--- src/design/macPkg.sv ---
package macPkg;

  //////////////////////////////
  // command codes
  //////////////////////////////

  // load replaces acc, add and sub fold in the old value
  typedef enum logic [1:0] {
    MAC_LOAD = 2'd0,
    MAC_ADD  = 2'd1,
    MAC_SUB  = 2'd2
  } macOp;

  //////////////////////////////
  // widths
  //////////////////////////////

  // 32 product bits plus 8 guard bits
  localparam int accWidth = 40;

  // signed operand width
  localparam int opWidth = 16;

  //////////////////////////////
  // rounding positions
  //////////////////////////////

  // bit that the product is rounded into
  localparam int roundBit = 16;

  // rounding constant is half an lsb of roundBit
  localparam int rndConstBit = roundBit - 1;

endpackage

--- src/design/macBoothTree.sv ---
module macBoothTree #(
  parameter int guardBits = 8,
  localparam int accW = 2 * macPkg::opWidth + guardBits
) (
  input  logic [macPkg::opWidth-1:0] a,
  input  logic [macPkg::opWidth-1:0] b,
  input  macPkg::macOp               op,
  input  logic                       fracMode,
  input  logic                       rnd,
  input  logic [accW-1:0]            accIn,
  output logic [accW-1:0]            sum,
  output logic [accW-1:0]            carry
);

  // one extra digit covers the sign-extended top of b
  localparam int numDigits = macPkg::opWidth / 2 + 1;
  // partial products, negate bits, rounding constant, acc term
  localparam int numRows = numDigits + 3;

  logic [macPkg::opWidth+2:0] bExt;
  logic [accW-1:0]            aExt;
  logic [accW-1:0]            rows [numRows];
  logic [2*numDigits-1:0]     negPairs;
  logic [accW-1:0]            negRow;
  logic [accW-1:0]            rndRow;
  logic [accW-1:0]            accTerm;
  logic [accW-1:0]            sumChain;
  logic [accW-1:0]            carryChain;
  logic [accW-1:0]            majority;

  //////////////////////////////
  // radix-4 Booth recoding
  //////////////////////////////

  assign bExt = {b[macPkg::opWidth-1], b[macPkg::opWidth-1], b, 1'b0};
  assign aExt = {{(accW - macPkg::opWidth){a[macPkg::opWidth-1]}}, a};

  for (genvar k = 0; k < numDigits; k++) begin : genDigit
    logic [2:0]      digit;
    logic            one;
    logic            two;
    logic            neg;
    logic [accW-1:0] mag;

    assign digit = bExt[2*k+2:2*k];
    assign one   = digit[1] ^ digit[0];
    assign two   = (digit[2] & ~digit[1] & ~digit[0]) | (~digit[2] & digit[1] & digit[0]);
    assign neg   = digit[2];
    assign mag   = one ? aExt : (two ? (aExt << 1) : '0);

    // ones complement here, the +1 rides in negRow
    assign rows[k] = (neg ? ~mag : mag) << (2 * k + fracMode);
    assign negPairs[2*k+1:2*k] = {1'b0, neg};
  end

  // Q15 mode moves the whole product up one place
  assign negRow = accW'(negPairs) << fracMode;
  assign rndRow = accW'(rnd) << macPkg::rndConstBit;

  always_comb begin
    case (op)
      macPkg::MAC_ADD: accTerm = accIn;
      macPkg::MAC_SUB: accTerm = ~accIn;
      default:         accTerm = '0;
    endcase
  end

  assign rows[numDigits]   = negRow;
  assign rows[numDigits+1] = rndRow;
  assign rows[numDigits+2] = accTerm;

  //////////////////////////////
  // 3:2 compressor chain
  //////////////////////////////

  always_comb begin
    sumChain   = rows[0];
    carryChain = rows[1];
    majority   = '0;
    for (int i = 2; i < numRows; i++) begin
      majority   = (sumChain & carryChain) | (sumChain & rows[i]) | (carryChain & rows[i]);
      sumChain   = sumChain ^ carryChain ^ rows[i];
      carryChain = majority << 1;
    end
  end

  assign sum = sumChain;
  // bit 0 of the carry word is free, subtract uses it as carry-in
  assign carry = {carryChain[accW-1:1], op == macPkg::MAC_SUB};

endmodule

--- src/design/macFinalAdder.sv ---
module macFinalAdder (
  input  logic [macPkg::accWidth-1:0] sum,
  input  logic [macPkg::accWidth-1:0] carry,
  input  logic                        rnd,
  input  logic                        biasRnd,
  output logic [macPkg::accWidth-1:0] result
);

  logic [macPkg::accWidth-1:0] halfSum;
  logic [38:0]                 p;
  logic [38:0]                 g;
  logic [18:0]                 p1;
  logic [18:0]                 g1;
  logic [8:0]                  p2;
  logic [8:0]                  g2;
  logic [2:1]                  p3;
  logic [2:0]                  g3;
  logic                        c12;
  logic                        c24;
  logic                        c36;
  logic [9:0]                  cFour;
  logic [19:0]                 cPair;
  logic [macPkg::accWidth-1:0] cBit;
  logic [macPkg::accWidth-1:0] raw;
  logic                        lowZero;
  logic                        tie;

  //////////////////////////////
  // group propagate/generate
  //////////////////////////////

  assign halfSum = sum ^ carry;
  assign p = sum[38:0] | carry[38:0];
  assign g = sum[38:0] & carry[38:0];

  for (genvar k = 0; k < 19; k++) begin : genPair
    assign g1[k] = g[2*k+1] | (g[2*k] & p[2*k+1]);
    assign p1[k] = p[2*k+1] & p[2*k];
  end

  for (genvar k = 0; k < 9; k++) begin : genFour
    assign g2[k] = g1[2*k+1] | (g1[2*k] & p1[2*k+1]);
    assign p2[k] = p1[2*k+1] & p1[2*k];
  end

  // twelve-bit groups, three fours each
  assign g3[0] = g2[2] | (g2[1] & p2[2]) | (g2[0] & p2[2] & p2[1]);
  assign g3[1] = g2[5] | (g2[4] & p2[5]) | (g2[3] & p2[5] & p2[4]);
  assign g3[2] = g2[8] | (g2[7] & p2[8]) | (g2[6] & p2[8] & p2[7]);
  assign p3[1] = p2[5] & p2[4] & p2[3];
  assign p3[2] = p2[8] & p2[7] & p2[6];

  // word-level carries at the twelve boundaries
  assign c12 = g3[0];
  assign c24 = g3[1] | (g3[0] & p3[1]);
  assign c36 = g3[2] | (g3[1] & p3[2]) | (g3[0] & p3[2] & p3[1]);

  //////////////////////////////
  // carry distribution
  //////////////////////////////

  assign cFour[0] = 1'b0;
  assign cFour[3] = c12;
  assign cFour[6] = c24;
  assign cFour[9] = c36;

  for (genvar k = 1; k < 9; k++) begin : genFourCarry
    if (k % 3 != 0) begin : genInner
      assign cFour[k] = g2[k-1] | (p2[k-1] & cFour[k-1]);
    end
  end

  for (genvar j = 0; j < 20; j++) begin : genPairCarry
    if (j % 2 == 0) begin : genEven
      assign cPair[j] = cFour[j/2];
    end else begin : genOdd
      assign cPair[j] = g1[j-1] | (p1[j-1] & cFour[j/2]);
    end
  end

  for (genvar i = 0; i < macPkg::accWidth; i++) begin : genBitCarry
    if (i % 2 == 0) begin : genEven
      assign cBit[i] = cPair[i/2];
    end else begin : genOdd
      assign cBit[i] = g[i-1] | (p[i-1] & cPair[i/2]);
    end
  end

  // carry out of bit 39 drops, acc wraps modulo 2^40
  assign raw = halfSum ^ cBit;

  //////////////////////////////
  // convergent tie fix
  //////////////////////////////

  assign lowZero = ~|raw[macPkg::roundBit-1:0];
  assign tie     = rnd & ~biasRnd & lowZero;

  assign result = {raw[macPkg::accWidth-1:macPkg::roundBit+1],
                   raw[macPkg::roundBit] & ~tie,
                   raw[macPkg::roundBit-1:0]};

endmodule

--- src/design/macAccumulator.sv ---
module macAccumulator #(
  parameter int guardBits = 8,
  localparam int accW = 2 * macPkg::opWidth + guardBits
) (
  input  logic            clk,
  input  logic            reset,
  input  logic            start,
  input  logic            update,
  input  logic [accW-1:0] sumIn,
  input  logic [accW-1:0] carryIn,
  input  logic            rndIn,
  input  logic            biasRndIn,
  input  logic [accW-1:0] result,
  output logic [accW-1:0] sum,
  output logic [accW-1:0] carry,
  output logic            rnd,
  output logic            biasRnd,
  output logic [accW-1:0] acc
);

  //////////////////////////////
  // tree to final adder
  //////////////////////////////

  // redundant pair and rounding mode captured together
  always_ff @(posedge clk) begin
    if (start) begin
      sum     <= sumIn;
      carry   <= carryIn;
      rnd     <= rndIn;
      biasRnd <= biasRndIn;
    end
  end

  //////////////////////////////
  // accumulator
  //////////////////////////////

  // result is combinational off the registered pair
  always_ff @(posedge clk) begin
    if (reset) begin
      acc <= '0;
    end else if (update) begin
      acc <= result;
    end
  end

endmodule

--- src/design/macCore.sv ---
module macCore #(
  parameter int guardBits = 8,
  localparam int accW = 2 * macPkg::opWidth + guardBits
) (
  input  logic                       clk,
  input  logic                       reset,
  input  logic                       req,
  input  macPkg::macOp               op,
  input  logic [macPkg::opWidth-1:0] a,
  input  logic [macPkg::opWidth-1:0] b,
  input  logic                       fracMode,
  input  logic                       rnd,
  input  logic                       biasRnd,
  output logic                       ack,
  output logic [accW-1:0]            acc
);

  localparam logic [2:0] stateIdle    = 3'd0;
  localparam logic [2:0] stateTree    = 3'd1;
  localparam logic [2:0] stateWrite   = 3'd2;
  localparam logic [2:0] stateAckHigh = 3'd3;
  localparam logic [2:0] stateWaitLow = 3'd4;

  logic [2:0]      state;
  logic            start;
  logic            update;
  logic [accW-1:0] treeSum;
  logic [accW-1:0] treeCarry;
  logic [accW-1:0] stageSum;
  logic [accW-1:0] stageCarry;
  logic            stageRnd;
  logic            stageBiasRnd;
  logic [accW-1:0] result;

  //////////////////////////////
  // four-phase command FSM
  //////////////////////////////

  always_ff @(posedge clk) begin
    if (reset) begin
      state <= stateIdle;
    end else begin
      case (state)
        stateIdle:    if (req) state <= stateTree;
        stateTree:    state <= stateWrite;
        stateWrite:   state <= stateAckHigh;
        stateAckHigh: if (!req) state <= stateWaitLow;
        stateWaitLow: state <= stateIdle;
        default:      state <= stateIdle;
      endcase
    end
  end

  // operands are stable while req is high
  assign start  = state == stateTree;
  assign update = state == stateWrite;
  // ack holds one cycle past req low
  assign ack    = (state == stateAckHigh) || (state == stateWaitLow);

  //////////////////////////////
  // datapath
  //////////////////////////////

  macBoothTree #(
    .guardBits(guardBits)
  ) i_macBoothTree (
    .a       (a),
    .b       (b),
    .op      (op),
    .fracMode(fracMode),
    .rnd     (rnd),
    .accIn   (acc),
    .sum     (treeSum),
    .carry   (treeCarry)
  );

  macAccumulator #(
    .guardBits(guardBits)
  ) i_macAccumulator (
    .clk      (clk),
    .reset    (reset),
    .start    (start),
    .update   (update),
    .sumIn    (treeSum),
    .carryIn  (treeCarry),
    .rndIn    (rnd),
    .biasRndIn(biasRnd),
    .result   (result),
    .sum      (stageSum),
    .carry    (stageCarry),
    .rnd      (stageRnd),
    .biasRnd  (stageBiasRnd),
    .acc      (acc)
  );

  macFinalAdder i_macFinalAdder (
    .sum    (stageSum),
    .carry  (stageCarry),
    .rnd    (stageRnd),
    .biasRnd(stageBiasRnd),
    .result (result)
  );

endmodule

--- config.mk ---
export PLATFORM = sky130hd
export DESIGN_NAME = macCore
export DESIGN_NICKNAME = d
export VERILOG_FILES = /design/src/design/macPkg.sv /design/src/design/macBoothTree.sv /design/src/design/macFinalAdder.sv /design/src/design/macAccumulator.sv /design/src/design/macCore.sv
export SDC_FILE = /design/constraint.sdc
export NUM_CORES = 1
export LEC_CHECK = 0
export ABC_AREA = 1
export BUFFER_PORTS_ARGS = -buffer_cell sky130_fd_sc_hd__buf_2
export CAP_MARGIN = 20
export CORE_MARGIN = 2
export CORE_UTILIZATION = 59
export CTS_BUF_LIST = sky130_fd_sc_hd__clkbuf_4 sky130_fd_sc_hd__clkbuf_8
export CTS_CLUSTER_SIZE = 30
export DETAILED_ROUTE_END_ITERATION = 6
export GPL_TIMING_DRIVEN = 0
export PLACE_DENSITY = 0.84
export SLEW_MARGIN = 5
export SYNTH_ARGS = -nofsm -noshare
export SYNTH_HDL_FRONTEND = slang
export SYNTH_SLANG_ARGS = --single-unit
export TNS_END_PERCENT = 50
--- constraint.sdc ---
create_clock -name clk -period 6.55 [get_ports clk]
set_input_delay 0.655 -clock clk [delete_from_list [all_inputs] [get_ports clk]]
set_output_delay 0.655 -clock clk [all_outputs]
set_load 0.02 [all_outputs]
# == Yosys cells after proc, flatten, opt, wreduce, memory -nomap -nowiden ==
# Cells that the tools add are included.
# word_totals
ff_bits,125
output_inout_bits,41
in_bits,40
# classes
n_reduce_logical,5
add_sub_neg,8
shifts,10
bitwise_logic,321
n_eq_ne,8
mux,29
# op_table
op,n
39-bit AND,29
40-bit two-way mux,25
40-bit XOR,21
39-bit OR,21
40-bit NOT,9
40-bit by 5-bit left shift with 40-bit output,4
1-bit AND,136
40-bit one-hot mux with 2 select lines,1
40-bit by 4-bit left shift with 40-bit output,2
39-bit by 16-bit AND with 39-bit output,2
1-bit OR,77
17-bit by 1-bit left shift with 40-bit output,1
40-bit by 1-bit left shift with 40-bit output,1
40-bit by 3-bit left shift with 40-bit output,1
40-bit by 6-bit left shift with 40-bit output,1
40-bit by 16-bit XOR with 40-bit output,1
4-bit by 1-bit adder with 5-bit output (first input constant),4
1-bit NOT,18
16-bit OR reduction,1
3-bit one-hot mux with 4 select lines,1
3-bit by 1-bit adder with 4-bit output (first input constant),2
1-bit XOR,7
5-bit by 1-bit adder with 6-bit output (first input constant),1
3-bit by 2-bit == test with 1-bit output (second input constant),2
11 further kinds,13

# == Logic depth before layout (Yosys ltp) ==
# Gate-level depths: netlist (run 1).
# depth
depth_word,39
mapped_depth,28
mapped_depth_nobuf,27

# == Cells and area by module ==
# A second synthesis (run 1) with hierarchy kept.
# unflattened
cells_unflattened,2479
hier_area_um2,17968.5
# modules_own_cells
module,seq_area_each_um2,cells_per_inst,area_each_um2,n_inst
macBoothTree,0.0,1782,11199.5,1
macAccumulator,3263.1,336,4124.0,1
macFinalAdder,0.0,340,2512.4,1
macCore,60.1,21,132.6,1

# == Worst setup path after synthesis (run 1) ==
# OpenSTA, ideal clock, no wires.
# synth_timing
path_type,input-to-reg
start,input port b[3] (netlist name)
end,register i_macAccumulator.sum[33] (data pin)
n_path_buf,2
setup_time_ns,0.269
t_required_ns,6.281
arrival_time_ns,6.611
path_slack_ns,-0.330
path_stages,20
cell_sequence,buf_2 > inv_1 > buf_4 > o21ai_0 > fa_1 > inv_1 > fa_1 > fa_1 > fa_1 > fa_1 > inv_1 > fa_1 > inv_1 > fa_1 > inv_1 > ha_1 > inv_1 > fa_1 > inv_1 > fa_1
# synth_via
elab_chain_len,38
elab_cells_between_ends,86
classes_between,3 x shift; 6 x mux; 77 x bitwise
# synth_rtl
item,line,text
start: declaration,macCore.sv:10,"input logic [macPkg::opWidth-1:0] b,"
1-bit NOT,macBoothTree.sv:47,assign two = (digit[2] & ~digit[1] & ~digit[0]) | (~digit[2] & digit[1] & digit[0]);
1-bit AND (2 in series),macBoothTree.sv:47,
1-bit OR,macBoothTree.sv:47,
40-bit two-way mux (2 in series),macBoothTree.sv:49,assign mag = one ? aExt : (two ? (aExt << 1) : '0);
40-bit NOT,macBoothTree.sv:52,assign rows[k] = (neg ? ~mag : mag) << (2 * k + fracMode);
40-bit two-way mux,macBoothTree.sv:52,
40-bit by 3-bit left shift with 40-bit output,macBoothTree.sv:52,
39-bit AND,macBoothTree.sv:81,majority = (sumChain & carryChain) | (sumChain & rows[i]) | (carryChain & rows[i]);
[17 not listed],--,
39-bit AND,macBoothTree.sv:81,
39-bit OR (2 in series),macBoothTree.sv:81,
39-bit AND,macBoothTree.sv:81,
39-bit OR (2 in series),macBoothTree.sv:81,
39-bit AND,macBoothTree.sv:81,
39-bit OR (2 in series),macBoothTree.sv:81,
40-bit XOR (*) (2 in series),macBoothTree.sv:82,sumChain = sumChain ^ carryChain ^ rows[i];
net i_macAccumulator.sumIn[33],macAccumulator.sv:9,"input logic [accW-1:0] sumIn,"
end signal: assignment,macAccumulator.sv:28,sum <= sumIn;
end: declaration,macAccumulator.sv:14,"output logic [accW-1:0] sum,"
# The timed path passes the listed nets; every way through them passes the cells marked *.
# A chain may end at the register's enable or synchronous reset.

# == Final worst setup path (run 1) ==
# layout_timing
start,input port b[1] (netlist name)
end,register i_macAccumulator.sum[15] (data pin)
# layout_via
elab_chain_len,37
elab_cells_between_ends,82
classes_between,3 x shift; 6 x mux; 73 x bitwise
# layout_rtl
item,line
1-bit NOT,--
1-bit AND,macBoothTree.sv:47
1-bit OR,macBoothTree.sv:47
40-bit two-way mux (2 in series),macBoothTree.sv:49
40-bit NOT,macBoothTree.sv:52
40-bit two-way mux,macBoothTree.sv:52
40-bit by 3-bit left shift with 40-bit output,macBoothTree.sv:52
39-bit AND,macBoothTree.sv:81
[17 not listed],--
39-bit AND,macBoothTree.sv:81
39-bit OR (2 in series),macBoothTree.sv:81
39-bit AND,macBoothTree.sv:81
39-bit OR (2 in series),macBoothTree.sv:81
39-bit AND,macBoothTree.sv:81
39-bit OR (2 in series),macBoothTree.sv:81
40-bit XOR (*) (2 in series),macBoothTree.sv:82
net i_macAccumulator.sumIn[15],macAccumulator.sv:9
# Marks and branches as above.

==> impl_results.md, run 1 <==
- H-Tree Level Count: 4
- Total wire length: 52200 µm
- Overall die area: 29400 µm²
- Critical path buffer and inverter count: 8
- Crit path required time: 6.77 ns
- Total via count in the routed design: 14.4k
- Crit path time final: 6.49 ns
- Total Negative Setup Slacks: 0 ns
- Placed wire-length estimate after detailed placement: 41600 µm
- First-pass GRT wire length: 78300 µm
- Site row count: 61
- Biggest fanout along the worst timing path: 10
- Cell repeated most along the worst path: fa_1
- Via count of the first global-routing pass: 14.1k
- Setup repair after global routing missed its margin: true
- Crit Reg-Reg Startpoint: i_macAccumulator.carry[0]
- DR DRC count: 0
- Largest net degree at the start of global routing: 37
- Placed cells: 2448
- Synthesized cell area: 16600 µm²
- Top FF cell, synth: edfxtp_1
- Post-Synthesis Net Count: 2396
- Clk Tree Root Cell: clkbuf_8
- Worst min path class: input pin to flop
- Critical path data arrival time: 6.71 ns
- Ratio of final minimum period to clock period: 99.0%
- Fmax: 0.154 GHz
- CP max-delay cell: fa_1
- Largest area contributor in the netlist: fa_1
- Count of different cell masters after synthesis: 47
- IO Count: 81
- Core box area: 27700 µm²
- Inserted Diodes: 0
- Run status: finished clean
- Average via count per standard cell: 5.74
- Max capacitance violation total: 0
- Share of synthesized flip-flops with an asynchronous set or reset: 0%
- Startpoint-to-endpoint class of the critical path: input pin to flop
- Hold violation count in the final report: 0
- Reg clk slew, reported paths: 0.08 ns
- Synthesis Warnings: 0
- Start point of the critical path: b[1]
- ANT nets after route: 0
- Antenna violations before repair: 0
- Clock tree buffer depth: 2
- Most frequent standard cell in the layout excluding fill and tap cells: inv_1
- Synthesized instance count: 1995
- Total congestion overflow after global routing: 0
- Number of nets in the final layout: 2511
- Growth of design area from synthesis to finish: 11.5%
- Post-synthesis sequential area ratio: 20.1%
- Highest-count cells in the layout ignoring fill and taps: inv_1 (326), nand2_1 (310), o21ai_0 (200)
- Die X: 172 µm
- Effective utilization at floorplan: 59.8%
- Category of the worst setup path launch point: input pin
- Actual slew at the worst max-slew pin: 0.830 ns
- DRC violation total after the first TritonRoute iteration: 1409
- CTS Buf Count: 17
- Highest cell delay on the worst timing path: 0.55 ns
- Cell chain of the critical path: buf_4, clkbuf_2, o21ai_0, a21oi_1, nand2_1, o21ai_0, fa_1, inv_1, fa_1, fa_1, fa_1, fa_1, fa_1, inv_1, ha_1, inv_1, fa_1, inv_1, fa_1, inv_1, fa_1, inv_1
- Clock latency at the later pin of the worst-skew pair: 0.46 ns
- First-pass detailed-route iteration total: 7
- CP Capture Type: flop
- Port Buffers: 73
- Launch point of the worst hold path: biasRnd
- Number of enable flip-flop cells after synthesis: 82
- Total routing usage reported by global routing: 35.7%
- Setup Viol. Count Final: 0
- Fraction of layout instances using a drive strength above 1: 12.9%
- Placer Congestion: 1.04
- Count of final max-slew check failures: 0
- Average wire per cell in the routed design: 20.9 µm
- Die extent in y: 172 µm
- Number of synthesized register bits: 125
- Top cell family by delay on the critical path: adder cells
- Sink Count: 125
- Mapped Avg Cell Area: 8.30 µm²
- Filler-free cell count of the finished design: 2500
- Worst clock skew: 0.0223 ns
- Leading cell types by total area after synthesis: fa_1 (23%), edfxtp_1 (15%), ha_1 (13%), inv_1 (7.7%), nand2_1 (7.2%)
- TritonCTS clock tree: yes
- Area share of the leading cell type in the synthesized netlist: 22.7%
- Number of hold buffers added after cts: 0
- Max-Slew Margin vs Limit: 44.7%
==> sequential cells by signal (all words and copies together) (netlist names) <==
name / count
i_macAccumulator.sum: 40
i_macAccumulator.rnd: 1
i_macAccumulator.biasRnd: 1
i_macAccumulator.acc: 40
i_macAccumulator.carry: 40
state: 3
==> metrics by stage <==
step | utilization [%] | hold WS, ns | area, µm² | worst slack, ns
floorplan | - | 0.478 | 16600 | -0.103
global placement | 63.1 | 0.499 | 17500 | -0.722
global route | 66.6 | 0.374 | 18500 | -0.0955
CTS | 65.0 | 0.375 | 18000 | 0.00391
detailed placement | 63.3 | 0.510 | 17500 | -0.835
finish | 66.6 | 0.384 | 18500 | 0.0625
==> what timing repair did <==
item	in CTS	in global routing
gates resized for setup	30	92
setup endpoints to repair	16	13
buffers inserted	3	22
pin swaps	2	27
gates cloned	0	2
==> final cells by class <==
cell class / count / area [µm²]
timing repair inverter: 1 / 5.00
clock inverter: 13 / 164
sequential: 125 / 3320
buffer: 94 / 513
clock buffer: 18 / 248
tap: 378 / 473
inverter: 357 / 1390
timing repair buffer: 101 / 628
fill: 2291 / 9250
multi-input combinational: 1413 / 11700
==> worst paths after layout <==
path,end,slack (ns),cells after the start
worst min-delay path,i_macAccumulator.biasRnd,0.38,1
worst max register to register,i_macAccumulator.acc[16],3.22,16
worst max-delay path,i_macAccumulator.sum[15],0.06,22
worst min register to register,i_macAccumulator.acc[31],0.52,2
==> cells in the mapped netlist, types with 4 or more instances <==
library cell,number
xnor2_1,21
o22ai_1,31
o21ai_0,208
edfxtp_1,82
a211oi_1,16
nor2_1,124
buf_2,22
mux2i_1,8
nand2_1,316
o21ai_2,4
nand4_1,4
clkinv_1,10
xor2_1,120
buf_1,16
dfxtp_1,43
a21oi_1,89
clkbuf_1,56
inv_1,339
fa_1,188
o21ai_1,42
a31oi_1,5
ha_1,173
nand3_1,24
inv_2,8
nor4_1,5
o211ai_2,6
==> logic make-up (layout without fill, tap and decap cells) <==
family / Yosys count / count (layout) / synth area share [%]
AND/OR/NAND/NOR: 489 / 489 / 11.7
flip-flops: 125 / 125 / 20.1
adder cells (fa/ha/maj): 361 / 361 / 35.8
AO/OA/AOI/OAI: 413 / 413 / 13.6
multiplexers: 9 / 9 / 0.620
buffers and inverters: 457 / 584 / 10.7
XOR/XNOR: 141 / 141 / 7.46
==> layer usage <==
| layer | share of wire [%] | up-vias | GRT usage [%] | wire (µm) |
|---|---|---|---|---|
| met5 | 0 | - | 0 | 0 |
| met4 | 3.5 | 0 | 13.6 | 1830 |
| met3 | 9.2 | 155 | 6.83 | 4810 |
| met2 | 47 | 777 | 58.9 | 24500 |
| met1 | 40 | 6879 | 46.8 | 21000 |
| li1 | - | 6544 | - | - |
Power of run 1 is not shown: default switching activity piles up to over one toggle a cycle in this logic, so the estimate is an artifact.
==> inputs of run 2 (changes only) <==
Settings changed: BUFFER_PORTS_ARGS -buffer_cell sky130_fd_sc_hd__buf_2 to -buffer_cell sky130_fd_sc_hd__clkbuf_2.
==> run 2 against run 1 <==
The flow now finishes with violations (negative setup slack). Count of clock-buffer cells in the layout unchanged. Fmax shrank 2.2%. Flip-flop and latch count stayed put. Critical path type unchanged.
==> impl_results.md, run 2 (synthesis results as in run 1) <==
- Cell count of the worst reg-to-reg path: 16 (unchanged)
- Fraction of layout instances using a drive strength above 1: 13.5% (+0.59 points)
- Reg clk slew, reported paths: 0.07 ns (about the same)
- Setup Viol. Count Final: 1 (+1)
- Total congestion overflow after global routing: 0 (unchanged)
- Count of final max-slew check failures: 0 (unchanged)
- Run status: finished, violations left
- Setup repair after global routing missed its margin: true
- Crit path time final: 6.64 ns (+0.148 ns)
- Highest-count cells in the layout ignoring fill and taps: inv_1 (323), nand2_1 (311), o21ai_0 (199)
- Effective utilization at floorplan: 59.8% (unchanged)
- Largest registers: i_macAccumulator.acc: 40 flops, i_macAccumulator.carry: 40 flops, i_macAccumulator.sum: 40 flops
- Sink of the worst hold path: i_macAccumulator.biasRnd
- Startpoint-to-endpoint class of the critical path: input pin to flop
- Category of the worst setup path launch point: input pin
- ANT nets after route: 0 (unchanged)
- Site row count: 61 (unchanged)
- Overall die area: 29400 µm² (unchanged)
- Clk Tree Root Cell: clkbuf_8
- IO Count: 81 (unchanged)
- Met1 Usage GRT: 49.7% (+2.9 points)
- Antenna violations before repair: 0 (unchanged)
- Clock tree buffer depth: 2 (unchanged)
- Worst Hold Margin: 0.401 ns (+0.0164 ns)
- TritonCTS clock tree: yes
- Placed wire-length estimate after detailed placement: 41800 µm (+0.53%)
- Hold violation count in the final report: 0 (unchanged)
- Inserted Diodes: 0 (unchanged)
- Die X: 172 µm (unchanged)
- Start point of the critical path: fracMode
- Biggest fanout along the worst timing path: 10 (unchanged)
- Actual slew at the worst max-slew pin: 0.945 ns (+0.115 ns)
- Total routing usage reported by global routing: 37.5% (+1.7 points)
- Max capacitance violation total: 0 (unchanged)
- Busiest metal layer after global routing: met2
- Placer Congestion: 1.07 (+3.1%)
- CP Capture Type: flop
- Worst clock skew: 0.0206 ns (-0.00169 ns)
- Violations in the final reports: negative setup slack
- Worst-case setup margin in the final layout: -0.0851 ns (-0.148 ns)
- Average wire per cell in the routed design: 21.7 µm (+3.9%)
- Crit Reg-Reg Startpoint: i_macAccumulator.carry[0]
- Total wire length: 54200 µm (+4.0%)
- Number of nets in the final layout: 2513 (+0.080%)
- Crit path required time: 6.75 ns (-0.02 ns)
- Fmax: 0.151 GHz (-2.2%)
- Clock latency at the later pin of the worst-skew pair: 0.45 ns (about the same)
- Growth of design area from synthesis to finish: 12.0%
- CTS Buf Count: 17 (unchanged)
- GRT met3 Usage: 5.20% (-1.6 points)
- Max-Slew Margin vs Limit: 37.0% (-7.7 points)
- Launch point of the worst hold path: biasRnd
- Core box area: 27700 µm² (unchanged)
- Via count of the first global-routing pass: 14.4k (+1.7%)
- Total via count in the routed design: 14.6k (+1.5%)
- DR DRC count: 0 (unchanged)
- First-pass detailed-route iteration total: 5 (-2)
- Most frequent standard cell in the layout excluding fill and tap cells: inv_1
- Critical path data arrival time: 6.83 ns (+0.12 ns)
- Average via count per standard cell: 5.82 (+1.3%)
- Worst reg-to-reg setup slack: 3.03 ns (-0.19 ns)
- Number of hold buffers added after cts: 0 (unchanged)
- Die extent in y: 172 µm (unchanged)
- Ratio of final minimum period to clock period: 101% (+2.3 points)
- First-pass GRT wire length: 81700 µm (+4.4%)
- H-Tree Level Count: 4 (unchanged)
- Endpoint of the most critical register-to-register path: i_macAccumulator.acc[16]
- Global Route met2 Usage: 60.7% (+1.8 points)
- Worst hold path depth: 1 (unchanged)
- Largest net degree at the start of global routing: 37 (unchanged)
- Sink Count: 125 (unchanged)
- Worst min path class: input pin to flop
- Port Buffers: 73 (unchanged)
- DRC violation total after the first TritonRoute iteration: 1806 (+28%)
-- run 2: through the flow --
stage                     setup slack [ns]  area, µm²  instances  utilization, %  TNS (ns)
after floorplan                     -0.103      16600       1995               -    -0.272
after global placement              -0.854      17500       2446            63.1    -29.08
after global routing                -0.160      18500       2503            66.9    -0.489
after detailed placement            -0.949      17500       2448            63.3    -30.37
final                              -0.0851      18500       2503            66.9   -0.0851
after CTS                         -0.00582      18100       2482            65.3  -0.00623
-- run 2: final cells by class --
class	count	area (µm²)
clock inverters	14	179
repair buffers	103	659
multi-input cells	1413	11700
plain buffers	95	532
well taps	378	473
flip-flops and latches	125	3320
clock buffers	18	241
fillers	2279	9170
inverters	357	1400
-- run 2: worst max-delay path: stages --
cell,delay (ns)
clkbuf_2,0.15
clkbuf_1,0.63
o21ai_0,0.38
fa_1,0.57
inv_1,0.05
fa_1,0.46
fa_2,0.56
fa_1,0.43
fa_2,0.54
inv_1,0.05
fa_1,0.40
ha_4,0.29
inv_2,0.03
fa_1,0.51
inv_2,0.04
fa_1,0.51
inv_2,0.04
fa_1,0.49
inv_1,0.04
-- run 2: worst max-delay path by stage --
stage / to / slack, ns
2_1_floorplan: i_macAccumulator.sum[15] / -0.10
3_3_place_gp: i_macAccumulator.sum[33] / -0.85
3_5_place_dp: i_macAccumulator.sum[33] / -0.95
4_1_cts: i_macAccumulator.sum[15] / -0.006
5_1_grt: i_macAccumulator.sum[15] / -0.16
6_report: i_macAccumulator.sum[15] / -0.09
-- run 2: per-layer routing --
metal	wire length (µm)	up-vias
li1	-	6547
met2	24700	801
met3	4380	174
met4	2900	0
met1	22200	7043
met5	0	-
-- run 2: repair_timing --
item                                    CTS  global route
gates resized for setup                  43           100
setup buffers                             6            22
endpoints found under the setup margin   36            24
pin swaps                                 4            24
Power of run 2 is left out for the same reason.
